<file path="src/vis_settings.svh">
`ifndef VIS_SETTINGS_SVH
`define VIS_SETTINGS_SVH

// ---------------------------------------------------------------------------
// array geometry
// ---------------------------------------------------------------------------

// antennas, one sample bit each per valid cycle
`define VIS_NANT 8

// unique antenna pairs, ordered (0,1),(0,2)..(0,7),(1,2)..(6,7)
`define VIS_NPAIR 28

// width of one agreement count
`define VIS_WIDTH 32

// ---------------------------------------------------------------------------
// host register map
// ---------------------------------------------------------------------------

`define VIS_REG_STATUS 8'hE0   // bit 7 available, bit 6 overrun
`define VIS_REG_LOG    8'hE1   // log2 of the window length

// window log is clamped to this on write
`define VIS_MAX_LOG 20

`endif

</file>
<file path="src/vis_pkg.sv">
`include "vis_settings.svh"

package vis_pkg;

   // ------------------------------------------------------------------------
   // vectors that carry a meaning
   // ------------------------------------------------------------------------

   typedef logic [`VIS_NANT-1:0]  sample_t;    // one bit per antenna
   typedef logic [`VIS_WIDTH-1:0] vis_t;       // one agreement count
   typedef logic [4:0]            pair_adr_t;  // pair index on correlator bus
   typedef logic [7:0]            byte_adr_t;  // host byte address

   // must hold 2**VIS_MAX_LOG
   typedef logic [20:0]           win_cnt_t;

   // ------------------------------------------------------------------------
   // prefetch engine states
   // ------------------------------------------------------------------------

   typedef enum logic [1:0] {
      PF_IDLE,    // nothing to copy
      PF_REQ,     // request issued on correlator bus
      PF_WAIT,    // waiting for c_ack
      PF_WRITE    // word goes to the buffer sram
   } pf_state_t;

endpackage

</file>
<file path="src/vis_correlator.sv">
`timescale 1ns/1ps
`include "vis_settings.svh"

module vis_correlator (
   input  logic               clk_i,
   input  logic               rst_i,
   input  vis_pkg::sample_t   sample_i,
   input  logic               sample_valid_i,
   input  logic               swap_i,
   // read-only slave port onto the frozen bank
   input  logic               c_cyc_i,
   input  logic               c_stb_i,
   input  vis_pkg::pair_adr_t c_adr_i,
   output vis_pkg::vis_t      c_dat_o,
   output logic               c_ack_o
);
   import vis_pkg::*;

   localparam int NPAIR = `VIS_NPAIR;
   localparam int NANT  = `VIS_NANT;

   logic [NPAIR-1:0] agree;            // per pair, the two bits match
   vis_t             cnt [2][NPAIR];   // two banks of counters
   logic             act;              // index of the counting bank
   logic             rd;               // fresh request on the slave port

   // ------------------------------------------------------------------------
   // pair agreement, pair p = (a,b) in row-major upper-triangle order
   // ------------------------------------------------------------------------

   for (genvar a = 0; a < NANT - 1; a++) begin : g_row
      for (genvar b = a + 1; b < NANT; b++) begin : g_col
         localparam int P = a * (2 * NANT - a - 1) / 2 + (b - a - 1);
         assign agree[P] = ~(sample_i[a] ^ sample_i[b]);   // xnor
      end
   end

   // ------------------------------------------------------------------------
   // counters
   // ------------------------------------------------------------------------

   always_ff @(posedge clk_i) begin
      if (rst_i) begin
         act <= 1'b0;
         for (int p = 0; p < NPAIR; p++) begin
            cnt[0][p] <= '0;
            cnt[1][p] <= '0;
         end
      end else if (swap_i) begin
         act <= !act;
         // new active bank starts at zero, or one if this sample agrees
         for (int p = 0; p < NPAIR; p++)
            cnt[!act][p] <= vis_t'(sample_valid_i & agree[p]);
      end else if (sample_valid_i) begin
         for (int p = 0; p < NPAIR; p++) begin
            if (agree[p])
               cnt[act][p] <= cnt[act][p] + 1'b1;
         end
      end
   end

   // ------------------------------------------------------------------------
   // slave port, answers one cycle after the request
   // ------------------------------------------------------------------------

   assign rd = c_cyc_i & c_stb_i & ~c_ack_o;

   always_ff @(posedge clk_i) begin
      if (rst_i)
         c_ack_o <= 1'b0;
      else
         c_ack_o <= rd;
   end

   always_ff @(posedge clk_i) begin
      if (rd)
         c_dat_o <= (c_adr_i < NPAIR) ? cnt[!act][c_adr_i] : '0;   // frozen bank
   end

endmodule

</file>
<file path="config.mk">
export PLATFORM = sky130hd
export DESIGN_NAME = vis_correlator
export DESIGN_NICKNAME = d
export VERILOG_FILES = /design/src/vis_pkg.sv /design/src/vis_correlator.sv
export VERILOG_INCLUDE_DIRS = /design/src
export SDC_FILE = /design/constraint.sdc
export NUM_CORES = 2
export LEC_CHECK = 0
export BUFFER_PORTS_ARGS = -buffer_cell sky130_fd_sc_hd__buf_2
export CORE_MARGIN = 2
export CORE_UTILIZATION = 25
export CTS_CLUSTER_SIZE = 8
export DETAILED_ROUTE_END_ITERATION = 10
export PLACE_DENSITY = 0.43
export SLEW_MARGIN = 10
export SYNTH_ARGS = -nofsm -noshare
export SYNTH_HDL_FRONTEND = slang
export SYNTH_SLANG_ARGS = --single-unit
</file>
<file path="constraint.sdc">
create_clock -name clk_i -period 9 [get_ports clk_i]
set_input_delay 1.8 -clock clk_i [delete_from_list [all_inputs] [get_ports clk_i]]
set_output_delay 1.8 -clock clk_i [all_outputs]
set_load 0.05 [all_outputs]
</file>
# ---- Word level (Yosys, flattened, before mapping)
# Memory sizes are Yosys's and may differ from the RTL's. A register that Yosys moved wholly into a read port is not among the register bits.
# Index checks and enable logic that the tools add are counted.
dict set report classes {
  muxes 156
  n_lt_le_gt_ge 2
  reduce_logical 3
  bitwise_logic 88
  n_addsub 28
}
# operator n
set ops {}
lappend ops {{$mux 896} 2}
lappend ops {{$reduce_or 896->1} 2}
lappend ops {{$add 32x1->32 const B} 28}
lappend ops {{$bmux 32 s5} 1}
lappend ops {{$mux 1} 150}
lappend ops {{$mux 32} 2}
lappend ops {{$and 1x1->1} 30}
lappend ops {{$not 1->1} 29}
lappend ops {{$mux 28} 1}
lappend ops {{$xor 1x1->1} 28}
lappend ops {{$ge 6x6->1 const B} 1}
lappend ops {{$not 5->6} 1}
lappend ops {{$lt 5x5->1 const B} 1}
lappend ops {{$logic_not 1->1} 1}
dict set report word_totals {
  mem_count 1
  ram_bits 1792
  in_bits 19
  elab_cells 281
  reg_bits 34
  output_inout_bits 33
}
# name words word_bits rd rd_clocked_by_memory_dff write_ports line
set mem_list {}
lappend mem_list {cnt 2 896 2 1 2 vis_correlator.sv:23} ;# vis_t cnt [2][NPAIR];

# ---- Longest topological paths before layout
dict set report depth {
  word_depth 8
  ltp_mapped 19
  ltp_nobuf 8
}

# ---- Worst setup path after synthesis
# Ideal clock, no wire load.
dict set report synth_timing {
  path_type {input to register}
  start {input sample_valid_i}
  end {memory cnt[1][0] (netlist bit), enable pin}
  setup_slack_ns 4.489
  stages 6
  t_arrival_ns 4.117
  setup_time_ns 0.394
  t_required_ns 8.606
  n_path_buf 3
  cell_sequence {clkbuf_1 > nor4bb_1 > clkbuf_1 > clkbuf_1 > a21oi_1 > nand2b_1}
}
# element line
set synth_lines {}
lappend synth_lines {{start: declaration} vis_correlator.sv:8} ;# input logic sample_valid_i,
lappend synth_lines {{end: declaration} vis_correlator.sv:23}

==> metrics.yaml <==
synth:
  synth_edf_count: 1824
  ys_seq_elements: 1827
  synth_ff_type: "edfxtp_1"
  seq_area_frac_synth: 0.454
  syn_nets: 11300
  synth_top_area_frac: 0.453
  syn-instance-count: 11300
  synth_warnings: 0
  async_reset_ff_frac: 0
  synth_area_sq_um: 121000
  avgSynthCellArea_sq_um: 10.7
  ys_types: 88
  yosysTopAreaCell: "edfxtp_1"
  synth_area_leaders: "edfxtp_1 45%, mux2i_1 8.6%, mux4_2 6.2%"
cells_and_area:
  drive_gt1_frac: 0.135
  multi_input_area_sq_um: 62900
  nFillCells: 50300
  areaGrowthSynthToFinish_pct: 12.6
  seqCellArea_sq_um: 54800
  fin_nets: 11200
setup_path:
  worst_ep_arrival_time_ns: 5.87
  crit_chain: "buf_2 > nor2b_1 > nor2b_4 > buf_4 > buf_4 > or3_1 > buf_4"
  cp_slowest_cell: "or3_1"
  r2r-end: "cnt[1][863]"
  startpoint: "swap_i"
  crit_type: "input port to flop"
  rrSetupSlack_ns: 4.10
  critPathCaptureType: "flop"
  crit_path_start_kind: "input port"
  worst-path-max-fanout: 22
  crit_top_cell: "buf_4"
  r2r_cells: 7
  cp_data_required_time_ns: 9.57
  max_stage_delay_ns: 0.91
floorplan:
  die_y_um: 699
  io_pins: 52
  start_util: 0.251
  die_w_um: 699
  die-area_sq_um: 489000
  num_rows: 255
  fp.coreArea_sq_um: 482000
place:
  routabilityCongestion: 0.881
  portBuffers: 51
  hpwl_mm: 346
  pre_cts_ws_ns: 2.85
power:
  power_density_nw_per_um2: 173
  p_leak_nw: 43.1
  ir_drop_mv: 0.132
global_routing:
  grt_overflow: 0
  grt_use_total: 0.191
  grt_pass1_wl_mm: 696
  grt_max_degree: 143
  grt_antenna_before_repair: 30
  grt_pass1_vias: 92800
sta:
  rsz0062_at_grt: "no"
  slew_headroom: 0.230
  fin_worst_skew_ns: 0.0686
  tightest_slew_ns: 1.16
  fin_crit_sh: 0.588
  timing.fmax_mhz: 189
  finalWorstPathRequiredPeriod_ns: 5.30
  setup_viol: 0
  tns_ns: 0
  final-max-slew-violation-count: 0
  finalHoldViolations: 0
  setup_ws_ns: 3.70
cts:
  post_cts_buffers: 0
  cts.path.max_buffers: 4
  clockRootBuffer: "clkbuf_16"
  cts_tree: "done"
  clk_latency_ns: 0.94
  hold_buffers: 0
  path_clk_slew_ns: 0.06
  cts_buffers: 273
  cts.sink_count: 1827
  post_cts_resized: 0
  h-tree-depth: 5
min_path:
  hp-start: "c_ack_o"
  holdPathStages: 1
  min_path_type: "flop to flop"
  holdPathEnd: "c_ack_o"
run:
  max-cap-violations: 0
routing:
  routed_via_density: 5.50
  drtAntennaViolNets: 0
  drc: 0
  drt-total-wl_mm: 487
  dr.pass1.iters: 8
  drtIter0Drc: 10600
  wl_per_cell_um: 27.5
  vias: 97300
outcome:
  outcome: "finished, final reports clean"
## cell usage in the layout (no fill, tap or decap), drive strengths merged, types with 123 or more instances in the layout
| cell type | Yosys | layout |
|---|---|---|
| nand4 | 401 | 401 |
| edfxtp | 1824 | 1824 |
| or3 | 123 | 123 |
| o21ai | 147 | 147 |
| buf | 308 | 328 |
| nand2 | 1050 | 1050 |
| mux2 | 447 | 447 |
| a21oi | 261 | 261 |
| a221oi | 142 | 142 |
| nand3 | 643 | 643 |
| nand3b | 333 | 333 |
| nor3b | 134 | 134 |
| clkbuf | 386 | 322 |
| mux2i | 1043 | 1043 |
| mux4 | 334 | 334 |
| xnor2 | 338 | 338 |
| nor2 | 1237 | 1237 |
| nor3 | 515 | 515 |
| a22oi | 151 | 151 |
## cells in the mapped netlist (333+ instances only)
library cell and count:
edfxtp_1 1824, nor2_1 1237, nand2_1 1050, mux2i_1 1043, nand3_1 642, nor3_1 512, mux2_2 447, nand4_1 399
clkbuf_1 386, xnor2_1 338, mux4_2 334, nand3b_1 333
## where the power goes
part           switching, W  total, W  internal [W]
clock               0.00414   0.00974       0.00560
sequential         0.000577    0.0105       0.00993
combinational       0.00220   0.00330       0.00111
total               0.00691    0.0235        0.0166
## logic make-up (layout without fill, tap and decap cells)
family | after synthesis | after routing | synth area share
xor gates and xnor gates | 460 | 460 | 0.0333
DFF | 1827 | 1827 | 0.454
AOI/OAI and AO/OA | 1335 | 1335 | 0.0810
buffers and inverters | 770 | 752 | 0.0271
and+or+nand+nor | 5034 | 5034 | 0.212
adders and majority gates | 28 | 28 | 0.00290
muxes | 1824 | 1824 | 0.190
other | 0 | 9 | 0
## stage by stage
stage	cells	total power [W]	cell area (sq um)	hold slack (ns)	util
floorplan	11300	0.0125	121000	0.694	-
global placement	17300	0.0140	129000	0.555	0.267
detailed placement	17300	0.0139	129000	0.543	0.267
CTS	17700	0.0237	136000	0.550	0.283
global route	17700	0.0243	136000	0.578	0.283
finish	17700	0.0235	136000	0.565	0.283
## routing by layer
| layer | vias up | track usage | wire length [um] |
|---|---|---|---|
| met1 | 49600 | 0.272 | 220000 |
| met3 | 635 | 0.0280 | 31800 |
| met2 | 3362 | 0.298 | 218000 |
| met5 | - | 0 | 0 |
| li1 | 43700 | - | - |
| met4 | 0 | 0.0613 | 17200 |
## how the worst max path moves through the flow
stage,end,slack (ns),cells past startpoint
2_1_floorplan,cnt[1][0],4.49,6
6_report,cnt[1][505],3.70,7
3_5_place_dp,cnt[1][547],2.85,7
5_1_grt,cnt[1][505],3.68,7
3_3_place_gp,cnt[1][546],2.95,7
4_1_cts,cnt[1][572],3.85,7
## state kept, by name, summed over array words and instances (netlist names), named ones only
name     flops
cnt       1792
act          1
c_ack_o      1
c_dat_o     32
## layout make-up
class | count | area share
multi-input combinational | 8681 | 0.462
sequential | 1827 | 0.403
inverter | 76 | 0.00212
antenna | 9 | 0.000165
clock inverter | 26 | 0.00259
tap | 6425 | 0.0591
timing repair buffer | 328 | 0.0189
clock buffer | 322 | 0.0522
## critical path: cells and delay by family
family | cells | cell delay, ns
buffers and inverters | 4 | 1.82
AND/OR/NAND/NOR | 3 | 2.17
Power figures use the tool's default switching activity.
