**src/vis_settings.svh**
```systemverilog
`ifndef VIS_SETTINGS_SVH
`define VIS_SETTINGS_SVH

// ---------------------------------------------------------------------------
// array geometry
// ---------------------------------------------------------------------------

// antennas, one sample bit each per valid cycle
`define VIS_NANT 8

// unique antenna pairs, ordered (0,1),(0,2)..(0,7),(1,2)..(6,7)
`define VIS_NPAIR 28

// width of one agreement count
`define VIS_WIDTH 32

// ---------------------------------------------------------------------------
// host register map
// ---------------------------------------------------------------------------

`define VIS_REG_STATUS 8'hE0   // bit 7 available, bit 6 overrun
`define VIS_REG_LOG    8'hE1   // log2 of the window length

// window log is clamped to this on write
`define VIS_MAX_LOG 20

`endif

```
**src/vis_pkg.sv**
```systemverilog
`include "vis_settings.svh"

package vis_pkg;

   // ------------------------------------------------------------------------
   // vectors that carry a meaning
   // ------------------------------------------------------------------------

   typedef logic [`VIS_NANT-1:0]  sample_t;    // one bit per antenna
   typedef logic [`VIS_WIDTH-1:0] vis_t;       // one agreement count
   typedef logic [4:0]            pair_adr_t;  // pair index on correlator bus
   typedef logic [7:0]            byte_adr_t;  // host byte address

   // must hold 2**VIS_MAX_LOG
   typedef logic [20:0]           win_cnt_t;

   // ------------------------------------------------------------------------
   // prefetch engine states
   // ------------------------------------------------------------------------

   typedef enum logic [1:0] {
      PF_IDLE,    // nothing to copy
      PF_REQ,     // request issued on correlator bus
      PF_WAIT,    // waiting for c_ack
      PF_WRITE    // word goes to the buffer sram
   } pf_state_t;

endpackage

```
**src/vis_sram.sv**
```systemverilog
`timescale 1ns/1ps
`include "vis_settings.svh"

module vis_sram (
   input  logic               clk_i,
   // word-wide fill port
   input  logic               f_we_i,
   input  vis_pkg::pair_adr_t f_adr_i,
   input  vis_pkg::vis_t      f_dat_i,
   // byte-wide read port
   input  vis_pkg::byte_adr_t r_adr_i,
   output logic [7:0]         r_byt_o
);
   import vis_pkg::*;

   localparam int NPAIR     = `VIS_NPAIR;
   localparam int BUF_BYTES = NPAIR * 4;

   vis_t mem [NPAIR];   // one word per pair
   vis_t word;          // addressed word, read side
   logic in_range;      // byte address falls in the buffer

   // ------------------------------------------------------------------------
   // write side
   // ------------------------------------------------------------------------

   always_ff @(posedge clk_i) begin
      if (f_we_i)
         mem[f_adr_i] <= f_dat_i;
   end

   // ------------------------------------------------------------------------
   // read side
   // ------------------------------------------------------------------------

   assign in_range = (r_adr_i < BUF_BYTES);
   assign word     = in_range ? mem[r_adr_i[6:2]] : '0;

   // little-endian, byte k of a word sits at address 4p+k
   always_ff @(posedge clk_i) begin
      case (r_adr_i[1:0])
         2'd0:    r_byt_o <= word[7:0];
         2'd1:    r_byt_o <= word[15:8];
         2'd2:    r_byt_o <= word[23:16];
         default: r_byt_o <= word[31:24];
      endcase
   end

endmodule

```
**config.mk**
```make
export PLATFORM = sky130hd
export DESIGN_NAME = vis_sram
export DESIGN_NICKNAME = d
export VERILOG_FILES = /design/src/vis_pkg.sv /design/src/vis_sram.sv
export VERILOG_INCLUDE_DIRS = /design/src
export SDC_FILE = /design/constraint.sdc
export NUM_CORES = 1
export LEC_CHECK = 0
export BUFFER_PORTS_ARGS = -buffer_cell sky130_fd_sc_hd__buf_2
export CORE_MARGIN = 2
export CORE_UTILIZATION = 45
export DETAILED_ROUTE_END_ITERATION = 12
export SLEW_MARGIN = 20
export SYNTH_ARGS = -nofsm -noshare
export SYNTH_HDL_FRONTEND = slang
export SYNTH_SLANG_ARGS = --single-unit
```
**constraint.sdc**
```tcl
create_clock -name clk_i -period 2.6 [get_ports clk_i]
set_input_delay 0 -clock clk_i [delete_from_list [all_inputs] [get_ports clk_i]]
set_output_delay 0 -clock clk_i [all_outputs]
set_load 0.02 [all_outputs]
```
-- After elaboration in Yosys (flattened, before gate mapping)
Memory sizes are Yosys's and may differ from the RTL's.
Index checks and enable logic that the tools add are counted.
- register bits: 8
- RAM bits: 896
- output and inout port bits: 8
- word-level logic and storage cells: 10
- memories kept: 1
- order comparisons: 1
- equal/unequal tests: 2
- mux-type cells: 4
- reduce and logical (&&, ||, !) cells: 1
- memory list (memory ; depth ; width ; read ports ; clocked after Yosys merged registers in ; wr ports ; RTL line ; text):
    mem ; 28 ; 32 ; 1 ; 0 ; 1 ; vis_sram.sv:19 ; vis_t mem [NPAIR];
- operator list (kind ; number):
    2-to-1 mux 32 bit ; 1
    one-hot mux 8 bit (3 select lines) ; 1
    less-than comparator 8 x 7 -> 1 bit (second input constant) ; 1
    == test 2 x 1 -> 1 bit (second input constant) ; 1
    == test 2 bit (second input constant) ; 1
    zero test 2 bit ; 1
    2-to-1 mux 1 bit ; 2

-- Longest topological paths before layout
- depth in word-level cells: 3
- depth in mapped cells: 11

-- Least setup slack after synthesis
No wires, ideal clock.
- path kind: input-to-reg
- from: input port f_adr_i[1]
- to: memory mem[0][0] in the netlist's numbering, enable pin
- setup time: 0.421 ns
- data arrival time: 1.998 ns
- data required time: 2.179 ns
- slack: 0.181 ns
- stages on the path: 3
- buffers on the path: 1
- path through: or3b_2 clkbuf_1 nor2_1
- RTL lines (element ; RTL line ; text):
    start, declared ; vis_sram.sv:8 ; input vis_pkg::pair_adr_t f_adr_i,
    end, declared ; vis_sram.sv:19 ;
No word-level cell before the write port.

-- Worst setup path in the final report
- from: input port r_adr_i[6]
- to: register r_byt_o[0]
- word-level cells in the longest chain between the ends: 3
- elaborated cells on any way between the ends: 4
- RTL lines (element ; RTL line ; text):
    start, declared ; vis_sram.sv:11 ; input vis_pkg::byte_adr_t r_adr_i,
    memory read (28 x 32 bit) or less-than comparator 8 x 7 -> 1 bit (tied branches) ; n/a ;
    2-to-1 mux 32 bit (*) ; vis_sram.sv:37 ; assign word = in_range ? mem[r_adr_i[6:2]] : '0;
    one-hot mux 8 bit (3 select lines) (*) ; vis_sram.sv:41 ; case (r_adr_i[1:0])
    end signal, assigned ; vis_sram.sv:42 ; 2'd0: r_byt_o <= word[7:0];
    end signal, assigned ; vis_sram.sv:43 ; 2'd1: r_byt_o <= word[15:8];
    end signal, assigned ; vis_sram.sv:44 ; 2'd2: r_byt_o <= word[23:16];
    end, declared ; vis_sram.sv:12 ; output logic [7:0] r_byt_o
Every way passes the cells marked *; elsewhere a longest branch is shown, timed or not.

==> summary.md <==
| Metric | Value |
|---|---|
| Clk slew on worst S/H paths | `60 ps` |
| Sequential fraction of the synthesis area | `77.6%` |
| Syn Inst Count | `1555` |
| Post-detail-place hpwl | `50000 um` |
| IO Count | `55` |
| Antenna diodes | `0` |
| Via-per-instance ratio | `5.96` |
| Hold slack | `68.2 ps` |
| RR Endpoint | `r_byt_o[0]` |
| GRT Util Overall | `22.9%` |
| GR peak layer | `met2` |
| Post-Syn Area | `34900 sq um` |
| Ys async rst share | `0%` |
| Worst Path Arrival | `3230 ps` |
| TritonRoute pass-1 iters | `5` |
| Period utilization | `102%` |
| Crit path time final | `2650 ps` |
| Logic pwr share | `5.2%` |
| Detailed Route WL | `89200 um` |
| Starting DRT DRC Count | `1640` |
| Final Max Tran Viols | `0` |
| Post-DR wirelength/cell | `30.9 um` |
| Antenna violation net count after detailed routing | `0` |
| Failing checks | `negative setup slack` |
| Switching share of power | `20.5%` |
| M1 GR Usage | `31.8%` |
| R2r startpoint | `mem[6][0]` |
| Maximum fanout along the worst path | `4` |
| Largest net degree at the start of global routing | `43` |
| Post-CTS Repair Setup Buffers | `0` |
| Worst R2R Setup Slack | `110 ps` |
| Synth unique cells | `55` |
| Clock root buffer | `clkbuf_16` |
| CP endpoint kind | `register` |
| Hold buffer count at CTS | `36` |
| Mean Syn Cell Area | `22.4 sq um` |
| Synth Warn # | `0` |
| Height of the die | `282 um` |
| CTS H-tree depth | `3` |
| Post-synthesis net count | `1602` |
| Initial antenna violation count | `0` |
| Met2 Use GR | `38.0%` |
| Final core utilization | `52.7%` |
| Final setup viols | `1` |
| Post-CTS Resized | `0` |
| HP Start | `r_adr_i[0]` |
| Power per Cell Area | `765 nW/um^2` |
| Worst min path class | `in -> reg` |
| GRT overflow | `0` |
| Primary FF master, synth | `edfxtp_1` |
| Clk sinks | `904` |
| Final Hold Vio Count | `0` |
| Setup slack after layout | `-52.6 ps` |
| Die Area | `79800 sq um` |
| Startpoint class of the critical path | `input pin` |
| CTS tree | `built` |
| Top post-synthesis cells by area | `edfxtp_1 77%, mux4_2 14%, mux2i_1 2.1%` |
| Max Cap Viol | `0` |
| Flops & latches, synth | `904` |
| Nets | `1819` |
| Sequential Power Share | `52.3%` |
| Net switching power figure | `6.36 mW` |
| Routed vias | `17184` |
| RSZ-0062 raised after global routing | `false` |
| Maximum vdd drop | `0.435 mV` |
| Maximum clock path buffer count | `3` |
| Core area | `77100 sq um` |
| Post-Route Skew | `24.3 ps` |
| Post-synth top area share | `77.1%` |
| Number of global-route vias before repair | `17325` |
| P_leak | `12.9 nW` |
| P&R area growth vs syn | `16.5%` |
| Hold path endpoint | `r_byt_o[2]` |
| Rows | `102` |
| Number of cells on the worst reg-to-reg path | `7` |
| Die width | `282 um` |
| Worst EP required | `3180 ps` |
| Slew headroom | `46.8%` |
| Hold path cells | `4` |
| Worst skew pair latency | `640 ps` |
| Clock share of power | `42.5%` |
| Cell taking the most area after synthesis | `edfxtp_1` |
| GRT met3 Usage | `3.46%` |
| Layout cells sized above 1 | `30.4%` |
| Critical path type | `in -> reg` |
| First-pass GRT wire length | `127000 um` |
| Int Power | `24.7 mW` |
| Drt drc | `0` |
| Count of flip-flops with a built-in enable after synthesis | `896` |
| Outcome | `complete, but fails checks` |
| Port bufs | `54` |
| CTS Buf Count | `91` |
| Initial Util | `45.3%` |
| Fmax | `0.377 GHz` |
| Gpl congestion | `0.776` |
| Worst Tran Pin Value | `796 ps` |
-- area by class of cell --
| type | instances | area, sq um |
|---|---|---|
| fillers | 6001 | 36400 |
| flip-flops and latches | 904 | 27100 |
| multi-input cells | 568 | 7460 |
| clock buffers | 114 | 2410 |
| repair buffers | 206 | 1810 |
| well taps | 1040 | 1300 |
| clock inverters | 48 | 577 |
| inverters | 1 | 5.00 |
-- state kept, by name, summed over array words and instances (netlist names) --
name and count:
r_byt_o 8, mem 896
-- cells in the mapped netlist (9+ instances only) --
cell      number
nor2_1        54
nor3_1        20
a211oi_1       9
buf_6         15
buf_4         12
nand3_1       13
edfxtp_1     896
o22ai_1       17
mux2_2        17
o211ai_1      14
mux2i_1       73
mux4_2       211
clkbuf_1      16
nand2_1       41
a21oi_1       11
buf_2         33
-- cells in the final DEF, fill, tap and decap left out, drive strengths merged, types with 3 or more instances in the layout --
| master | n |
|---|---|
| buf | 169 |
| dlygate4sd3 | 36 |
| nor2b | 8 |
| nand2b | 6 |
| o21ai | 11 |
| nor4 | 5 |
| a21oi | 11 |
| a2111oi | 5 |
| a311oi | 3 |
| clkbuf | 115 |
| mux2i | 73 |
| edfxtp | 896 |
| mux2 | 17 |
| a31oi | 5 |
| nand3 | 13 |
| a211oi | 9 |
| clkinv | 29 |
| nand4 | 3 |
| clkinvlp | 5 |
| nand2 | 41 |
| dfxtp | 8 |
| bufinv | 13 |
| nor3 | 20 |
| nand3b | 8 |
| mux4 | 215 |
| o2111ai | 5 |
| o22ai | 17 |
| o211ai | 14 |
| nor2 | 54 |
-- layer usage --
metal  wire length, um  up-vias
li1                  -     7029
met1             36500     9373
met2             44800      675
met3              5860      107
met4              2020        0
met5                 0        -
-- power by group through the flow --
stage | clock network, mW | registers (mW) | logic, mW
finish | 13.2 | 16.3 | 1.62
global route | 14.0 | 16.3 | 1.72
CTS | 13.4 | 16.3 | 1.63
detailed placement | 0 | 16.6 | 1.58
global placement | 0 | 16.6 | 1.55
floorplan | 0 | 16.6 | 0.883
-- per-stage QoR --
step	TNS, ps	total power, mW	area, sq um	instances	setup slack, ps
2_1_floorplan	0	17.4	34900	1555	181
6_report	-52.6	31.1	40600	2881	-52.6
4_1_cts	0	31.3	40600	2881	25.3
3_3_place_gp	-78.1	18.1	37300	2683	-78.1
3_5_place_dp	-79.8	18.1	37300	2683	-79.8
5_1_grt	0	32.0	40600	2881	9.03
-- cell families (layout without fill, tap and decap cells) --
family	after synthesis	in the layout	share of synthesized area, %
DFF	904	904	77.6
buffers and inverters	83	369	1.67
AOI/OAI and AO/OA	92	92	1.88
and+or+nand+nor	171	171	2.33
muxes	305	305	16.6
-- worst max path at each step --
stage	startpoint	to	depth (start not counted)
floorplan	f_adr_i[1]	mem[0][0]	3
global placement	r_adr_i[2]	r_byt_o[7]	9
detailed placement	r_adr_i[2]	r_byt_o[7]	9
CTS	r_adr_i[6]	r_byt_o[0]	10
global route	r_adr_i[6]	r_byt_o[0]	10
finish	r_adr_i[6]	r_byt_o[0]	10
-- critical path: stages --
cell           delay, ps
dlygate4sd3_1        580
buf_2                150
nor3b_1              660
buf_4                250
nand2_1              240
o22ai_1              250
nor2_1                80
o311a_1              210
a211oi_1             240
dlygate4sd3_1        560
(Power assumes the default switching activity.)
