File: src/vis_settings.svh
`ifndef VIS_SETTINGS_SVH
`define VIS_SETTINGS_SVH

// ---------------------------------------------------------------------------
// array geometry
// ---------------------------------------------------------------------------

// antennas, one sample bit each per valid cycle
`define VIS_NANT 8

// unique antenna pairs, ordered (0,1),(0,2)..(0,7),(1,2)..(6,7)
`define VIS_NPAIR 28

// width of one agreement count
`define VIS_WIDTH 32

// ---------------------------------------------------------------------------
// host register map
// ---------------------------------------------------------------------------

`define VIS_REG_STATUS 8'hE0   // bit 7 available, bit 6 overrun
`define VIS_REG_LOG    8'hE1   // log2 of the window length

// window log is clamped to this on write
`define VIS_MAX_LOG 20

`endif

File: src/vis_pkg.sv
`include "vis_settings.svh"

package vis_pkg;

   // ------------------------------------------------------------------------
   // vectors that carry a meaning
   // ------------------------------------------------------------------------

   typedef logic [`VIS_NANT-1:0]  sample_t;    // one bit per antenna
   typedef logic [`VIS_WIDTH-1:0] vis_t;       // one agreement count
   typedef logic [4:0]            pair_adr_t;  // pair index on correlator bus
   typedef logic [7:0]            byte_adr_t;  // host byte address

   // must hold 2**VIS_MAX_LOG
   typedef logic [20:0]           win_cnt_t;

   // ------------------------------------------------------------------------
   // prefetch engine states
   // ------------------------------------------------------------------------

   typedef enum logic [1:0] {
      PF_IDLE,    // nothing to copy
      PF_REQ,     // request issued on correlator bus
      PF_WAIT,    // waiting for c_ack
      PF_WRITE    // word goes to the buffer sram
   } pf_state_t;

endpackage

File: src/vis_prefetch.sv
`timescale 1ns/1ps
`include "vis_settings.svh"

module vis_prefetch (
   input  logic               clk_i,
   input  logic               rst_i,
   input  logic               swap_i,
   // master on the correlator bus
   output logic               c_cyc_o,
   output logic               c_stb_o,
   output vis_pkg::pair_adr_t c_adr_o,
   input  vis_pkg::vis_t      c_dat_i,
   input  logic               c_ack_i,
   // fill port into the buffer sram
   output logic               f_we_o,
   output vis_pkg::pair_adr_t f_adr_o,
   output vis_pkg::vis_t      f_dat_o,
   // progress
   output logic               busy_o,
   output logic               done_o
);
   import vis_pkg::*;

   localparam pair_adr_t LAST = pair_adr_t'(`VIS_NPAIR - 1);

   pf_state_t state;
   pair_adr_t pair;    // pair being copied
   logic      last;    // pair is the final one

   assign last = (pair == LAST);

   // ------------------------------------------------------------------------
   // sequencer, three cycles per pair when the slave answers at once
   // ------------------------------------------------------------------------

   always_ff @(posedge clk_i) begin
      if (rst_i) begin
         state <= PF_IDLE;
         pair  <= '0;
      end else if (swap_i) begin
         state <= PF_REQ;                // restart on any swap
         pair  <= '0;
      end else begin
         case (state)
            PF_IDLE: begin
               state <= PF_IDLE;
            end
            PF_REQ: begin
               state <= PF_WAIT;          // any ack seen here is stale
            end
            PF_WAIT: begin
               if (c_ack_i)
                  state <= PF_WRITE;
            end
            PF_WRITE: begin
               if (last) begin
                  state <= PF_IDLE;
               end else begin
                  pair  <= pair + 1'b1;
                  state <= PF_REQ;
               end
            end
            default: state <= PF_IDLE;
         endcase
      end
   end

   // capture the count as it is acked
   always_ff @(posedge clk_i) begin
      if (state == PF_WAIT && c_ack_i)
         f_dat_o <= c_dat_i;
   end

   // ------------------------------------------------------------------------
   // outputs
   // ------------------------------------------------------------------------

   assign c_cyc_o = (state == PF_REQ) || (state == PF_WAIT);   // held until ack
   assign c_stb_o = c_cyc_o;
   assign c_adr_o = pair;

   assign f_we_o  = (state == PF_WRITE);
   assign f_adr_o = pair;

   assign busy_o  = (state != PF_IDLE);
   assign done_o  = (state == PF_WRITE) && last;   // final word lands this edge

endmodule

File: config.mk
export PLATFORM = sky130hd
export DESIGN_NAME = vis_prefetch
export DESIGN_NICKNAME = d
export VERILOG_FILES = /design/src/vis_pkg.sv /design/src/vis_prefetch.sv
export VERILOG_INCLUDE_DIRS = /design/src
export SDC_FILE = /design/constraint.sdc
export NUM_CORES = 1
export LEC_CHECK = 0
export BUFFER_PORTS_ARGS = -buffer_cell sky130_fd_sc_hd__buf_2
export CAP_MARGIN = 25
export CORE_ASPECT_RATIO = 0.5
export CORE_MARGIN = 2
export CORE_UTILIZATION = 42
export DETAILED_ROUTE_END_ITERATION = 6
export HOLD_SLACK_MARGIN = 0.05
export PLACE_DENSITY = 0.8
export SETUP_SLACK_MARGIN = 0.2
export SYNTH_ARGS = -nofsm -noshare
export SYNTH_HDL_FRONTEND = slang
export SYNTH_SLANG_ARGS = --single-unit
File: constraint.sdc
create_clock -name clk_i -period 2.1 [get_ports clk_i]
set_clock_uncertainty 0.15 [all_clocks]
set_input_delay 0.525 -clock clk_i [delete_from_list [all_inputs] [get_ports clk_i]]
set_output_delay 0.525 -clock clk_i [all_outputs]
set_load 0.1 [all_outputs]
# Word level (Yosys, flattened, before mapping)
# Index checks and enable logic that the tools add are counted.
# totals
ff_bits,39
input_bits,36
out_inout_bits,47
word_cells,23
# classes
addsub,1
n_eq_ne,6
n_mux,4
bitwise_logic,1
n_reduce_logical,7
# ops
operator,count
$pmux 2 s4,1
$add 5x1->5 const B,1
$eq 5x5->1 const B,1
$eq 2x2->1 const B,2
$ne 3x3->1 const B,1
$eq 2x1->1 const B,1
$logic_and 1x1->1,2
$logic_not 2->1,1
$mux 1,2
$mux 2,1
$ne 2x2->1 const B,1
$reduce_and 2->1,1
$reduce_bool 2->1,1
$reduce_or 2->1,1
$logic_or 1x1->1,1
$not 1->1,1

# Longest topological paths before layout
# logic_depth
word_depth,4
depth_mapped,5
mapped_depth_nobuf,5

# Worst setup path after synthesis
# No wires, ideal clock.
# synth_path
path_kind,register to output
start,reg state[1]
end,out done_o
arrival_time_ps,3566
required_ps,1425
setup_slack_ps,-2141
stages_incl_launch_ff,4
path_buffers,0
cell_sequence,dfxtp_1 > ha_1 > nand2_1 > nor3_1
# synth_between
elab_chain_cells,2
# synth_rtl
item,line,rtl
from (decl),vis_prefetch.sv:26,pf_state_t state;
from (signal assigned),vis_prefetch.sv:38,state <= PF_IDLE;
from (signal assigned),vis_prefetch.sv:41,state <= PF_REQ;
from (signal assigned),vis_prefetch.sv:46,state <= PF_IDLE;
$eq 2x2->1,--,
named net f_we_o,vis_prefetch.sv:15,"output logic f_we_o,"
$logic_and 1x1->1,vis_prefetch.sv:86,assign done_o = (state == PF_WRITE) && last;
to (decl),vis_prefetch.sv:20,output logic done_o
# The timed path passes the listed nets, and every way through them passes these cells.

# Final worst setup path
# layout_path
start,reg pair[0] (netlist: c_adr_o[0])
end,out done_o
# layout_between
elab_chain_cells,2
# layout_rtl
item,line,rtl
from (decl),vis_prefetch.sv:27,pair_adr_t pair;
from (signal assigned),vis_prefetch.sv:59,pair <= pair + 1'b1;
$eq 5x5->1,vis_prefetch.sv:30,assign last = (pair == LAST);
$logic_and 1x1->1,vis_prefetch.sv:86,
# No other way between the ends.

==> out/summary.md <==
For this configuration, the core starts out at a cell density of 45.3%. Summed over all instances, the cell type with the most area after synthesis is edfxtp_1. Max-cap violations in this run came to 0.

For the pin with the worst max-slew slack, the measured transition is 0.494 ns. The number of warning messages in the yosys log was 0; the worst-case vdd ir drop was 0.473 mV. In this run the power density over the cells is 754 nW/um^2. The fraction of layout instances using a drive strength above 1 is 63.9%, and the placer congestion estimate is 0.769. Synthesized area per cell: 17.2 um^2. Walking the worst path, the cells encountered are ha_4 -> nand2_4 -> nor3_4 -> buf_12. The critical path class was reg -> out. After the first detailed-routing iteration, the DRC count stood at 43. The tools report the final routed wirelength across all metal layers as 2.82 mm.

The launch point of the worst reg-to-reg path was state[0]. Ranked by total cell area, the synthesized netlist is headed by edfxtp_1 (69%), dfxtp_1 (10%), ha_1 (3.6%), buf_4 (3.2%), mux2i_1 (1.4%). The number of antenna diodes in the final layout is 0.

In this run the number of cells on the critical path is 4. Cell leakage power: 0.882 nW. The final layout contains 208 nets. The worst hold path belongs to the class in -> reg. The portion of synthesized cell area occupied by the leading cell type was 68.8%.

The area growth from synthesis to layout was 48.8%. The tools report the placeable core region as 3080 um^2. The type of destination of the critical path is an output pin. In this run, CTS created clock tree buffers numbering 5. The clock group share of total power is 29.8%, and the data required time of the critical path is 1.42 ns. The slack of the critical path is 0.200 ns. The die covers 3830 um^2. The total number of H-tree levels was 2; the upper clock frequency limit was 526 MHz.

The worst setup path is launched from a flop. Dividing the detail-routed via count by the number of cells gives 4.58. Height of the die: 44.8 um. The internal portion of the total power is 0.00114 W. The number of antenna violations at the first check in global routing was 0.

The first global-routing pass estimated 4.12 mm of wire. Summed over all nets, the half-perimeter wirelength after detailed placement is 2.10 mm. In this run the worst path has a maximum fanout of 5. The clock transition at the registers of the reported paths was 0.08 ns. The clock passes through at most 2 buffers. Sequential cells burn 54.4% of the power. From left edge to right edge, the die measures 85.5 um. Setup repair after global routing could not meet its margin everywhere.

The number of cells on the worst hold path works out to 1. For this design, the sink count on the clock tree is 39. Setup violations remaining at the end of the flow were counted as 0. The tightest hold margin is 0.262 ns. In the synthesized netlist, the number of instances is 81. The worst path buffer plus inverter count came out at 1. The slowest stage of the critical path is the dfxtp_4 cell.

The run gives 0 as the number of slew-limit violations in the final report. During placement, the flow inserted port buffers numbering 82. The run gives 83 as the number of top-level design ports. The top cell types in the final layout, fill and taps aside, are buf_2 (76), edfxtp_1 (32), dfxtp_4 (6).

For this run, design rule violations remaining after detail routing come to 0. The worst path needs 1.90 ns of the cycle, external delays included. The largest single stage delay on the critical path is 0.38 ns. The average wire per standard cell came out at 13.5 um. Sequential area share after synthesis: 78.9%. The worst hold path begins at c_dat_i[17].

For the worst endpoint data arrival time, the log shows 1.23 ns. Of the total power, combinational logic draws 15.8%. The number of global-route vias before repair came out at 924. The cell family contributing the most delay on the critical path is flip-flops. The routed layout has 957 vias. For this run, the detailed router's first-pass iteration total came to 4. The cell sitting at the root of the clock tree is a clkbuf_8.

The flow ran to the end, and the final reports show no timing, DRC or antenna violations. The number of library cell types mapped by synthesis is 22, and the net switching share of the total power is 27.0%. The worst register-to-register path has a depth of 4.

The net count after synthesis was 121; the remaining antenna violation count after routing was 0. Leaving out fill and tap cells, the most frequent cell in the layout is buf_2. The relative slew slack is 67.3%, and the register bit count reported by yosys is 39. For this design, the CTS-stage hold fixing added 0 buffers. After global routing the overflow that remains totals 0. The tools report the count of endpoints failing hold in the final timing report as 0.

The tools report the final core area utilization as 67.4%. The run gives 33 as the maximum number of pins on one net before global-route repair. In this run the cell area of the synthesized design comes to 1400 um^2. The run gives 14.4% as the total routing resource utilization after global routing. TritonCTS built the clock tree. The worst register-to-register path ends at f_dat_o[12]. The terminating pin of the worst hold path was f_dat_o[17].

The clock network latency to the later pin of the worst-skew pair was 0.28 ns; the site row count was 14. The setup check on the worst reg-to-reg path leaves a slack of 0.52 ns. The part of the cycle the worst path needs is 90.5%, and the reported net switching power is 0.000423 W.

Before CTS, the worst setup slack after placement is 0.372 ns.
-- worst reg2reg max path, cell delays in order, from the launching register on --
cell     delay, ns
dfxtp_4       0.36
inv_2         0.09
ha_1          0.16
and2_1        0.12
buf_4         0.35
-- sequential cells by signal, summed over array words and instances (netlist names) --
register,count
f_dat_o,32
c_adr_o,5
state,2
-- synth_stat cells, drive strengths merged --
master	count
a311oi	1
buf	6
and4b	1
dfxtp	7
nand2	4
nand4	2
o21ai	2
nor2	2
nand2b	2
and2	1
edfxtp	32
mux2i	2
xor2	2
nor3	4
nand3	1
inv	4
a211oi	1
or3	1
a21boi	1
nand3b	1
ha	4
-- power groups by stage --
stage | Combinational, W | Sequential [W] | Clock, W
global placement | 0.000236 | 0.000868 | 0
detailed placement | 0.000240 | 0.000870 | 0
floorplan | 0.000103 | 0.000938 | 0
finish | 0.000248 | 0.000852 | 0.000467
global route | 0.000257 | 0.000853 | 0.000511
CTS | 0.000244 | 0.000852 | 0.000484
-- worst max-delay path by stage --
stage	start	slack, ns	end
CTS	c_adr_o[0]	0.19	done_o
finish	c_adr_o[0]	0.20	done_o
global route	c_adr_o[0]	0.13	done_o
global placement	state[0]	0.40	busy_o
floorplan	state[1]	-0.14	done_o
detailed placement	state[0]	0.37	busy_o
-- through the flow --
stage	total power, W	area [um^2]	instances	TNS [ns]
2_1_floorplan	0.00104	1480	81	-0.144
3_3_place_gp	0.00110	1940	198	0
3_5_place_dp	0.00111	1940	198	0
4_1_cts	0.00158	2060	208	0
5_1_grt	0.00162	2080	209	0
6_report	0.00157	2080	209	0
-- repair_timing --
item                                    CTS  global route
endpoints found under the setup margin    5             6
setup buffers                             2             1
pin swaps                                 2             1
gates resized for setup                   4             4
-- routing by layer --
metal | global-route usage (%) | wire (um)
met3 | 4.75 | 119
met4 | 6.03 | 38
met2 | 27.5 | 1600
met5 | 0 | 0
met1 | 15.2 | 1070
-- final cells by class --
type | instances | area (um^2)
clock buffers | 5 | 68.8
clock inverters | 3 | 15.0
fillers | 233 | 1000
inverters | 4 | 15.0
multi-input cells | 32 | 292
flip-flops and latches | 39 | 1120
well taps | 40 | 50.0
repair buffers | 86 | 513
-- cells by family (layout without fill, tap and decap cells) --
logic type	after synthesis	after routing	share of synthesized area [%]
AOI/OAI and AO/OA	5	5	2.42
xor gates and xnor gates	2	2	1.25
adders and majority gates	4	4	3.58
buffers and inverters	10	98	4.30
DFF	39	39	78.9
muxes	2	2	1.43
and+or+nand+nor	19	19	8.15
Note: power is estimated with default switching activity, not from simulation.
