<file path="src/vis_settings.svh">
`ifndef VIS_SETTINGS_SVH
`define VIS_SETTINGS_SVH

// ---------------------------------------------------------------------------
// array geometry
// ---------------------------------------------------------------------------

// antennas, one sample bit each per valid cycle
`define VIS_NANT 8

// unique antenna pairs, ordered (0,1),(0,2)..(0,7),(1,2)..(6,7)
`define VIS_NPAIR 28

// width of one agreement count
`define VIS_WIDTH 32

// ---------------------------------------------------------------------------
// host register map
// ---------------------------------------------------------------------------

`define VIS_REG_STATUS 8'hE0   // bit 7 available, bit 6 overrun
`define VIS_REG_LOG    8'hE1   // log2 of the window length

// window log is clamped to this on write
`define VIS_MAX_LOG 20

`endif

</file>
<file path="src/vis_pkg.sv">
`include "vis_settings.svh"

package vis_pkg;

   // ------------------------------------------------------------------------
   // vectors that carry a meaning
   // ------------------------------------------------------------------------

   typedef logic [`VIS_NANT-1:0]  sample_t;    // one bit per antenna
   typedef logic [`VIS_WIDTH-1:0] vis_t;       // one agreement count
   typedef logic [4:0]            pair_adr_t;  // pair index on correlator bus
   typedef logic [7:0]            byte_adr_t;  // host byte address

   // must hold 2**VIS_MAX_LOG
   typedef logic [20:0]           win_cnt_t;

   // ------------------------------------------------------------------------
   // prefetch engine states
   // ------------------------------------------------------------------------

   typedef enum logic [1:0] {
      PF_IDLE,    // nothing to copy
      PF_REQ,     // request issued on correlator bus
      PF_WAIT,    // waiting for c_ack
      PF_WRITE    // word goes to the buffer sram
   } pf_state_t;

endpackage

</file>
<file path="src/vis_ctrl.sv">
`timescale 1ns/1ps
`include "vis_settings.svh"

module vis_ctrl (
   input  logic               clk_i,
   input  logic               rst_i,
   // host slave bus
   input  logic               cyc_i,
   input  logic               stb_i,
   input  logic               we_i,
   input  vis_pkg::byte_adr_t adr_i,
   input  logic [7:0]         byt_i,
   output logic               ack_o,
   output logic [7:0]         byt_o,
   // window control
   input  logic               sample_valid_i,
   output logic               swap_o,
   input  logic               pf_busy_i,
   input  logic               pf_done_i,
   // buffer sram read port
   output vis_pkg::byte_adr_t r_adr_o,
   input  logic [7:0]         r_byt_i,
   output logic               available_o
);
   import vis_pkg::*;

   localparam int BUF_BYTES = `VIS_NPAIR * 4;   // 112 bytes of counts

   logic [4:0] win_log;     // window-log register
   logic [4:0] log_new;     // clamped write value
   win_cnt_t   win_cnt;     // valid samples seen in this window
   win_cnt_t   win_last;    // 2**win_log - 1
   logic       win_end;     // this sample completes the window
   logic       overrun;
   logic       req;         // fresh host request
   logic       wr_status;
   logic       wr_log;
   logic       sel_buf;     // ack cycle returns sram byte
   logic [7:0] reg_byt;     // ack cycle register value
   logic [7:0] status;

   // ------------------------------------------------------------------------
   // host decode
   // ------------------------------------------------------------------------

   assign req       = cyc_i & stb_i & ~ack_o;   // ack gaps the second edge
   assign wr_status = req & we_i & (adr_i == `VIS_REG_STATUS);
   assign wr_log    = req & we_i & (adr_i == `VIS_REG_LOG);
   assign log_new   = (byt_i[4:0] > 5'(`VIS_MAX_LOG)) ? 5'(`VIS_MAX_LOG) : byt_i[4:0];
   assign status    = {available_o, overrun, 6'b0};

   assign r_adr_o = adr_i;   // sram registers it on the request edge

   always_ff @(posedge clk_i) begin
      if (rst_i) begin
         ack_o   <= 1'b0;
         sel_buf <= 1'b0;
      end else begin
         ack_o <= req;                                // one cycle only
         if (req)
            sel_buf <= (adr_i < BUF_BYTES) & ~we_i;
      end
   end

   // register read value, sampled with the request
   always_ff @(posedge clk_i) begin
      if (req) begin
         case (adr_i)
            `VIS_REG_STATUS: reg_byt <= status;
            `VIS_REG_LOG:    reg_byt <= {3'b0, win_log};
            default:         reg_byt <= 8'h00;        // unmapped reads 0
         endcase
      end
   end

   assign byt_o = sel_buf ? r_byt_i : reg_byt;

   // ------------------------------------------------------------------------
   // window counter and swap
   // ------------------------------------------------------------------------

   assign win_last = (win_cnt_t'(1) << win_log) - 1'b1;
   assign win_end  = sample_valid_i & (win_cnt == win_last);

   always_ff @(posedge clk_i) begin
      if (rst_i) begin
         win_log <= 5'd0;
         win_cnt <= '0;
         swap_o  <= 1'b0;
      end else begin
         swap_o <= win_end;              // one cycle after the last sample
         if (wr_log) begin
            win_log <= log_new;
            win_cnt <= '0;               // new length starts a fresh count
         end else if (win_end) begin
            win_cnt <= '0;
         end else if (sample_valid_i) begin
            win_cnt <= win_cnt + 1'b1;
         end
      end
   end

   // ------------------------------------------------------------------------
   // status flags
   // ------------------------------------------------------------------------

   always_ff @(posedge clk_i) begin
      if (rst_i) begin
         available_o <= 1'b0;
         overrun     <= 1'b0;
      end else begin
         if (swap_o)
            available_o <= 1'b0;         // frozen bank is being replaced
         else if (pf_done_i)
            available_o <= 1'b1;
         if (swap_o && pf_busy_i)
            overrun <= 1'b1;             // previous copy never finished
         else if (wr_status)
            overrun <= 1'b0;             // any write to E0 clears
      end
   end

endmodule

</file>
<file path="config.mk">
export PLATFORM = sky130hd
export DESIGN_NAME = vis_ctrl
export DESIGN_NICKNAME = d
export VERILOG_FILES = /design/src/vis_pkg.sv /design/src/vis_ctrl.sv
export VERILOG_INCLUDE_DIRS = /design/src
export SDC_FILE = /design/constraint.sdc
export NUM_CORES = 1
export LEC_CHECK = 0
export BUFFER_PORTS_ARGS = -buffer_cell sky130_fd_sc_hd__buf_2
export CAP_MARGIN = 15
export CORE_MARGIN = 2
export CORE_UTILIZATION = 60
export CTS_CLUSTER_DIAMETER = 80
export DETAILED_ROUTE_END_ITERATION = 12
export PLACE_DENSITY = 0.83
export SETUP_SLACK_MARGIN = 0.15
export SLEW_MARGIN = 20
export SYNTH_ARGS = -nofsm -noshare
export SYNTH_HDL_FRONTEND = slang
export SYNTH_SLANG_ARGS = --single-unit
</file>
<file path="constraint.sdc">
create_clock -name clk_i -period 5.95 [get_ports clk_i]
set_input_delay 0.595 -clock clk_i [delete_from_list [all_inputs] [get_ports clk_i]]
set_output_delay 0.595 -clock clk_i [all_outputs]
set_load 0.01 [all_outputs]
</file>
== Word-level counts from Yosys, hierarchy flattened ==
Cells that the tools add are included.
Widths: inputs -> output; s select.
Word-level totals
  output and inout port bits: 19
  flip-flop bits (word level): 39
  logic and storage cells: 34
Operators by class
  add/subtract/negate cells: 2
  $lt $le $gt $ge: 2
  eq/ne operators: 3
  muxes and demuxes: 5
  bitwise gates (word level): 9
  reduce and logical (&&, ||, !) cells: 4
  shift operators: 1
Operator list (count)
  $add 21x1->21 const B: 1
  $eq 21x21->1: 1
  $shl 1x5->21 const A: 1
  $sub 21x1->21 const B: 1
  $eq 8x8->1 const B: 2
  $pmux 8 s2: 1
  $lt 8x7->1 const B: 1
  $mux 8: 1
  $and 1x1->1: 7
  $gt 5x5->1 const B: 1
  $mux 5: 1
  $reduce_or 3->1: 1
  $mux 1: 2
  $not 1->1: 2
  $reduce_bool 2->1: 1
  $reduce_or 2->1: 1
  $logic_and 1x1->1: 1

== Longest topological paths before layout ==
Gate-level depths: netlist of run 1.
  depth in word-level cells: 6
  gate-level depth with buffers: 17
  gate-level depth less buffers: 10

== Worst setup path before layout of run 1 ==
OpenSTA, ideal clock, no wires.
  path type: flip-flop to flip-flop
  start point: register win_log[4]
  end point: register win_cnt[13]
  arrival time: 3.767 ns
  buffers on the path: 6
  slack: 2.049 ns
  period minus slack after synthesis: 3.901 ns
  stages on the path, launching flop included: 17
  library setup time: 0.133 ns
  path through: dfxtp_1 > buf_2 > clkbuf_1 > buf_1 > clkbuf_1 > nor2_1 > nand3_1 > ha_1 > clkbuf_1 > or4_1 > a21o_1 > and3_1 > or4_1 > a2111o_1 > nor4_4 > buf_4 > nor4_1
On the way
  cells in the longest elaborated chain, start to end: 5
Ends and longest elaborated chain
  start: declaration: RTL line vis_ctrl.sv:29  | logic [4:0] win_log;
  start signal: assignment: RTL line vis_ctrl.sv:93  | win_log <= log_new;
  $shl 1x5->21: RTL line vis_ctrl.sv:82  | assign win_last = (win_cnt_t'(1) << win_log) - 1'b1;
  $sub 21x1->21: RTL line vis_ctrl.sv:82
  $eq 21x21->1: RTL line vis_ctrl.sv:83  | assign win_end = sample_valid_i & (win_cnt == win_last);
  $and 1x1->1: RTL line vis_ctrl.sv:83
  $reduce_or 3->1 (no source line)
  end signal: assignment: RTL line vis_ctrl.sv:98  | win_cnt <= win_cnt + 1'b1;
  end: declaration: RTL line vis_ctrl.sv:31  | win_cnt_t win_cnt;
Every way passes these cells.
A chain may end at the register's enable or synchronous reset.

== Worst setup path in the final report of run 1 ==
  start point: register win_log[3]
  end point: register win_cnt[1]
Same word-level chain as after synthesis.

==> run summary, run 1 <==
The flow ran to the end, and the final reports show no timing, DRC or antenna violations. The power per unit of standard cell area is 195 nW/um^2, and the sequential cell area in the final layout is 831 um^2. The total CTS buffers is 5, and the multi-input combinational cell area is 1630 um^2. Synthesis produced 338 cells. The setup path with the least slack is of type flip-flop to flip-flop.

The combinational share of power was 0.080. The endpoint of the lowest-slack register-to-register path was win_cnt[1]. The worst register-to-register path has a depth of 11.

The internal power of the cells totals 0.000448 W. The worst setup path is launched from a flip-flop. The number of synthesized flops with an enable pin is 7. The congestion estimate from routability-driven global placement came to 0.862. The die is 70.7 um wide. The run gives 0 as the number of pins with negative max-slew slack in the final report.

CTS built an H-tree with a depth of 2. The top cell types in the final layout, fill and taps aside, are buf_2, dfxtp_1, nand2_1. For the unique cell type count in the Yosys netlist, the log shows 54.

At the end of the flow, the number of nets in the layout was 389. The endpoint required time on the critical path is 6090 ps. The run gives 0.261 as the total track usage. The CTS clock-pin slew for the worst setup and hold paths is 80 ps. The placeable core region was 4320 um^2; the share of post-route cells with drive strength above 1 was 0.197. The time the final worst path needs with I/O delays and setup works out to 4320 ps. The clock net in this run drives a total of 38 sinks. The analysis attributes to net switching a power of 0.000122 W. The final period utilization was 0.726; the relative contribution of sequential cells to total power was 0.472.

CTS placed an instance of clkbuf_8 at the clock tree root. For the post-synthesis sequential area ratio, the log shows 0.311. The final antenna-violating net count was 0; the overall power of the completed layout was 0.000571 W. The finished layout holds 408 standard cells, fillers aside. Row generation in the floorplan step produced 24 rows. The run gives 0 as the number of buffers inserted by hold repair at cts. The die covers 5000 um^2. The maximum root-to-sink buffer count was 2; the largest fanout of any net on the critical path was 24. The first detailed-routing pass ran for 4 iterations. The run gives 0.617 as the starting density of the core.

The tools report the worst hold path startpoint as ack_o. The overall overflow remaining after global route is 0. For the wire length after detailed routing, the log shows 6.30 mm.

The filler cell count in the final layout was 387; the maximum frequency from static timing analysis was 0.232 GHz. The detailed router finished its first iteration with 324 violations. The cell area that synthesis handed to floorplanning was 2670 um^2. The max-cap violation count was 0; the number of vias in the routed layout was 2557.

The total count of hold-check failures in the final report is 0, and the switching share of power is 0.214. On the final layout, the worst clock skew is 9.93 ps. The number of setup buffers added after CTS is 0. Class of the tightest hold or removal check: flip-flop to flip-flop.

Data arrives at the worst endpoint at 4460 ps. Setup repair after global routing left no endpoint under its margin. The maximum number of pins on one net before global-route repair is 37, and the detailed-placement wirelength estimate is 4.28 mm.

The Yosys step of the flow raised 0 warnings. The async set-reset flop share out of synthesis is 0. The relative slew slack came out at 0.407. The number of gates resized after CTS was 0.

The logs give 0 for the initial antenna violation count and 1630 ps for the register-to-register setup slack. The clock reaches the later pin of the worst-skew pair after 300 ps. The mean number of vias per cell was 6.27. Number of global-route vias before repair: 2314. The leakage component of the power is 1.11 nW. The dominant register cell in the synthesized netlist was dfxtp_1. Setup violations remaining at the end of the flow were counted as 0. The commonest non-fill, non-tap cell in the layout was buf_2. The tools report the worst min-delay path endpoint as ack_o. The peak supply drop is 0.140 mV, and the average detailed-routed wire length per instance is 15.4 um.

The number of design rule violations left after detail routing was 0; the number of flip-flops and latches in the synthesized netlist was 38. TritonCTS built the clock tree. The top-level port count is 51, and the average size of a mapped cell is 7.90 um^2.

Cell count of the worst hold path: 1. In the final timing run, aggregate negative setup slack is 0 ps. The count of buffers added on input and output ports is 47. The area added between synthesis and finish is 9.84%, and the transition at the pin with the smallest max-transition slack is 882 ps. The worst register-to-register path begins at win_log[3].

The part of the total power dissipated in the clock network is 0.448. The number of placed instances, taps included, is 400. The y dimension of the die came out at 70.7 um.

The worst setup path is captured at a flip-flop. Synthesis produced a netlist with a net count of 372. The first global-routing pass estimated 10.7 mm of wire.

The repair_antennas step left the layout with diodes totalling 0.
[synth_stat cells, types with 2 or more instances]
cell / n / share of area
nor4_1: 21 / 0.049
and4_1: 2 / 0.0066
nand3b_1: 2 / 0.0056
ha_1: 2 / 0.0094
o211ai_1: 2 / 0.0056
a311oi_1: 2 / 0.0066
nand4_1: 6 / 0.014
a21o_1: 3 / 0.0084
or2_2: 3 / 0.0070
a22oi_1: 2 / 0.0056
mux2_2: 7 / 0.030
or4_1: 4 / 0.011
xor2_1: 9 / 0.030
dfxtp_1: 31 / 0.23
o21ai_0: 15 / 0.028
nor3b_1: 6 / 0.017
xnor2_1: 19 / 0.062
nand3_1: 19 / 0.036
a221oi_1: 3 / 0.0098
nor2_1: 24 / 0.034
nand2b_1: 4 / 0.0094
and3_1: 10 / 0.023
buf_4: 9 / 0.025
clkbuf_1: 25 / 0.035
edfxtp_1: 7 / 0.079
nor4b_1: 2 / 0.0066
nand2_1: 29 / 0.041
inv_1: 5 / 0.0070
nor2b_1: 4 / 0.0094
and2_1: 4 / 0.0094
a21oi_1: 11 / 0.021
nor3_1: 15 / 0.028
a211oi_1: 3 / 0.0084
a31oi_1: 3 / 0.0070
buf_1: 2 / 0.0028
mux2i_1: 5 / 0.019
[kinds of logic after synthesis]
group	Yosys count	share of synthesized area
XOR/XNOR	28	0.0918
AO/OA/AOI/OAI	53	0.131
AND/OR/NAND/NOR	161	0.330
flip-flops	38	0.311
buffers and inverters	44	0.0783
adder cells (fa/ha/maj)	2	0.00937
multiplexers	12	0.0483
[registers in the layout, indices dropped and copies added (netlist names)]
name / cells
win_cnt: 21
reg_byt: 7
win_log: 5
ack_o: 1
available_o: 1
overrun: 1
sel_buf: 1
swap_o: 1
[power groups by stage]
stage	Combinational, W	Clock (W)	Sequential (W)
after floorplan	0.0000301	0	0.000275
after global placement	0.0000447	0	0.000275
after detailed placement	0.0000457	0	0.000275
after CTS	0.0000461	0.000258	0.000269
after global routing	0.0000506	0.000270	0.000270
final	0.0000458	0.000256	0.000269
[how the worst max path moves through the flow]
| stage | from | to | slack (ps) | cells after the start |
|---|---|---|---|---|
| 3_3_place_gp | win_log[3] | win_cnt[14] | 1810 | 11 |
| 2_1_floorplan | win_log[4] | win_cnt[13] | 2050 | 16 |
| 3_5_place_dp | win_log[3] | win_cnt[20] | 1690 | 11 |
| 4_1_cts | win_log[3] | win_cnt[1] | 1680 | 11 |
| 6_report | win_log[3] | win_cnt[1] | 1630 | 11 |
| 5_1_grt | win_log[3] | win_cnt[13] | 1380 | 11 |
[metrics by stage]
| stage | setup WS [ps] | hold WS [ps] | util | area [um^2] |
|---|---|---|---|---|
| 5_1_grt | 1380 | 493 | 0.678 | 2930 |
| 6_report | 1630 | 441 | 0.678 | 2930 |
| 3_3_place_gp | 1810 | 427 | 0.646 | 2800 |
| 3_5_place_dp | 1690 | 430 | 0.646 | 2800 |
| 2_1_floorplan | 2050 | 457 | - | 2670 |
| 4_1_cts | 1680 | 442 | 0.678 | 2930 |
[layout make-up]
cell class / instances / area share
multi-input cells: 256 / 0.556
flip-flops and latches: 38 / 0.283
repair buffers: 49 / 0.0853
clock buffers: 7 / 0.0367
well taps: 52 / 0.0222
clock inverters: 1 / 0.0102
inverters: 5 / 0.00640
[worst max-delay path: stages, from the launching register on]
cell and delay [ps]:
dfxtp_1 580, nor4_1 610, nand2b_1 120, ha_1 440, or4_1 480, a21o_1 180, and3_1 150, or4_1 500
a2111o_1 460, nor4_4 250, buf_4 290, nor4_1 90
[layer usage]
| layer | share of wire | wire length [um] | GRT usage |
|---|---|---|---|
| met1 | 0.43 | 2680 | 0.336 |
| met2 | 0.50 | 3160 | 0.450 |
| met3 | 0.058 | 368 | 0.0484 |
| met4 | 0.013 | 82 | 0.0692 |
| met5 | 0 | 0 | 0 |
(Power assumes the default switching activity.)
==> run 2: changes to the inputs <==
--- a/config.mk
+++ b/config.mk
@@ -9,10 +9,10 @@
 export BUFFER_PORTS_ARGS = -buffer_cell sky130_fd_sc_hd__buf_2
 export CAP_MARGIN = 15
 export CORE_MARGIN = 2
-export CORE_UTILIZATION = 60
+export CORE_UTILIZATION = 50
 export CTS_CLUSTER_DIAMETER = 80
 export DETAILED_ROUTE_END_ITERATION = 12
-export PLACE_DENSITY = 0.83
+export PLACE_DENSITY = 0.73
 export SETUP_SLACK_MARGIN = 0.15
 export SLEW_MARGIN = 20
 export SYNTH_ARGS = -nofsm -noshare
==> constraint.sdc (replaced) <==
create_clock -name clk_i -period 3.7 [get_ports clk_i]
set_input_delay 0.37 -clock clk_i [delete_from_list [all_inputs] [get_ports clk_i]]
set_output_delay 0.37 -clock clk_i [all_outputs]
set_load 0.01 [all_outputs]
==> run 2 against run 1 <==
Power rose by 53%. Critical path depth unchanged. Sequential power rose by 61%. Final cell count is 6.4% higher. Non-clock buffer count grew 8. Combinational power is 61% higher. Fmax up 32%. Via count decreased by 2.2%. Core utilization down 9.5 points. Global-route usage down 3.4 points.
==> run summary, run 2 (same netlist as run 1, synthesis figures left out) <==
The logs give 0.404 for the relative slew slack and 397 for the net count reported at finish. The time the final worst path needs with I/O delays and setup came out at 3280 ps. The startpoint class of the critical path was a flip-flop. The tools report the total track usage as 0.227. The CTS root buffer was clkbuf_8. The sequential cell area in the final layout was 831 um^2. The largest registers in the layout are win_cnt (21), reg_byt (7), win_log (5).

The starting density of the core is 0.519, and the final setup slack of the worst path is 420 ps. The share of post-route cells with drive strength above 1 came out at 0.214. The run finished with clean final reports. The run gives 0.233 mV as the peak supply drop. Timing would allow up to 0.305 GHz. The initial DRC count is 189, and the global-route wire length before repair is 11.0 mm. The library cell used most frequently in the layout, excluding fill and tap cells, is buf_2. The setup path with the least slack is of type flip-flop to flip-flop. For the number of pins with negative max-slew slack in the final report, the log shows 0.

For the pre-CTS setup slack, the log shows 432 ps. The port buffer count works out to 47. The max-cap violation count was 0; the final period utilization was 0.887. In the layout the commonest cells are buf_2, dfxtp_1, nand2_1. TritonCTS built the clock tree.

The initial antenna violation count is 0, and the data arrival at the endpoint of the critical path is 3440 ps. Class of the tightest hold or removal check: primary input to flip-flop. The setup check on the worst reg-to-reg path leaves a slack of 420 ps.

In this run the remaining antenna-violating nets after routing total 0. For the worst setup path, the data required time is 3860 ps. The number of buffers inserted by hold repair at cts came out at 0.

For the multi-input combinational cell area, the log shows 1640 um^2. 0 antenna diodes ended up in the layout. The overall overflow remaining after global route was 0. The worst setup path is captured at a flip-flop. The mean number of vias per cell was 5.76; the number of endpoints failing setup at the final stage was 0. The register with the most flip-flops in the layout has 21 of them. The placeable core region came out at 5140 um^2.

Clock-pin slew was measured on the worst setup and hold paths at 70 ps. The run gives 1.15 nW as the leakage component of the power. The tools report the number of design rule violations left after detail routing as 0.

The area growth from synthesis to layout is 12.4%. Summing over every cut layer, the via total after detailed routing is 2501. The number of global-route vias before repair came out at 2405. Counting the buffers created by CTS gives 5. The die span in x was 77.1 um; the filler cell count in the final layout was 487.

Dividing total power by cell area gives a power density of 291 nW/um^2. Along the worst path, the maximum fanout reaches 22. Routability-driven placement finished with a final weighted congestion of 0.880. The tools report the maximum number of pins on one net before global-route repair as 35. For the pin with the worst max-slew slack, the measured transition is 886 ps.

The post-cts gate resize count was 0. Number of buffers inserted to repair setup after CTS: 0. The y dimension of the die works out to 77.1 um. The tools report the wire length after detailed routing as 6.27 mm. Between clock sinks in the finished design, the worst skew comes to 5.16 ps. The standard-cell row count came out at 26. The logs give 2 for the maximum root-to-sink buffer count and 290 ps for the clock latency on the worst-skew pair.

More flip-flops sit in one register than any other, and that register is win_cnt. For the total count of hold-check failures in the final report, the log shows 0. The logs give 4.43 mm for the detailed-placement wirelength estimate and 38 for the clock net sink count. The first detailed-routing pass ran for 4 iterations.

Average detailed-routed wire length per instance: 14.4 um. Setup repair after global routing left no endpoint under its margin. The tools report the top-level port count as 51. Floorplan die area: 5940 um^2.

For the final routed database, the setup TNS stands at 0 ps. The H-tree was split into 2 levels.
run 2: cell count changes in the layout (fill, tap and decap cells not counted):
cell | before | now
buf_4 | 2 | 10
clkbuf_1 | 0 | 1
clkbuf_16 | 1 | 0
nor4_1 | 21 | 20
nor4_2 | 0 | 1
run 2: final cells by class:
type,count,share of cell area
Tap cell,70,0.0292
Clock buffer,7,0.0288
Multi-Input combinational cell,256,0.545
Sequential cell,38,0.277
Timing Repair Buffer,57,0.103
Inverter,5,0.00626
Clock inverter,1,0.0100
run 2: critical path, stage by stage, from the launching register on:
cell and delay [ps]:
dfxtp_1 320, nor4_2 430, nand2b_1 110, ha_1 210
or4_1 390, a21o_1 180, and3_1 150, or4_1 490
a2111o_1 340, nor4_4 130, buf_4 290, nor4_1 90
run 2: routing by layer:
metal	up-vias	track usage	wire length, um
met2	64	0.362	2840
met5	-	0	0
met3	12	0.0400	314
li1	1260	-	-
met4	0	0.0839	97
met1	1165	0.307	3020
run 2: power by group:
group | switching [W] | internal, W
Clock | 0.000146 | 0.000220
Combinational | 0.0000404 | 0.0000334
Sequential | 0.00000552 | 0.000428
Total | 0.000192 | 0.000681
run 2: final timing paths:
kind         startpoint           to  depth (start not counted)
max reg2reg  win_log[3]  win_cnt[20]                         11
min               stb_i        ack_o                          3
max          win_log[3]  win_cnt[20]                         11
min reg2reg       ack_o        ack_o                          1
run 2: through the flow:
stage                     cells  area [um^2]  power [W]  hold slack, ps   util
after CTS                   434         3000   0.000879             329  0.584
after global routing        434         3000   0.000905             335  0.584
after global placement      426         2880   0.000515             425  0.561
after detailed placement    426         2880   0.000517             434  0.561
after floorplan             338         2690   0.000490             457      -
final                       434         3000   0.000872             329  0.584
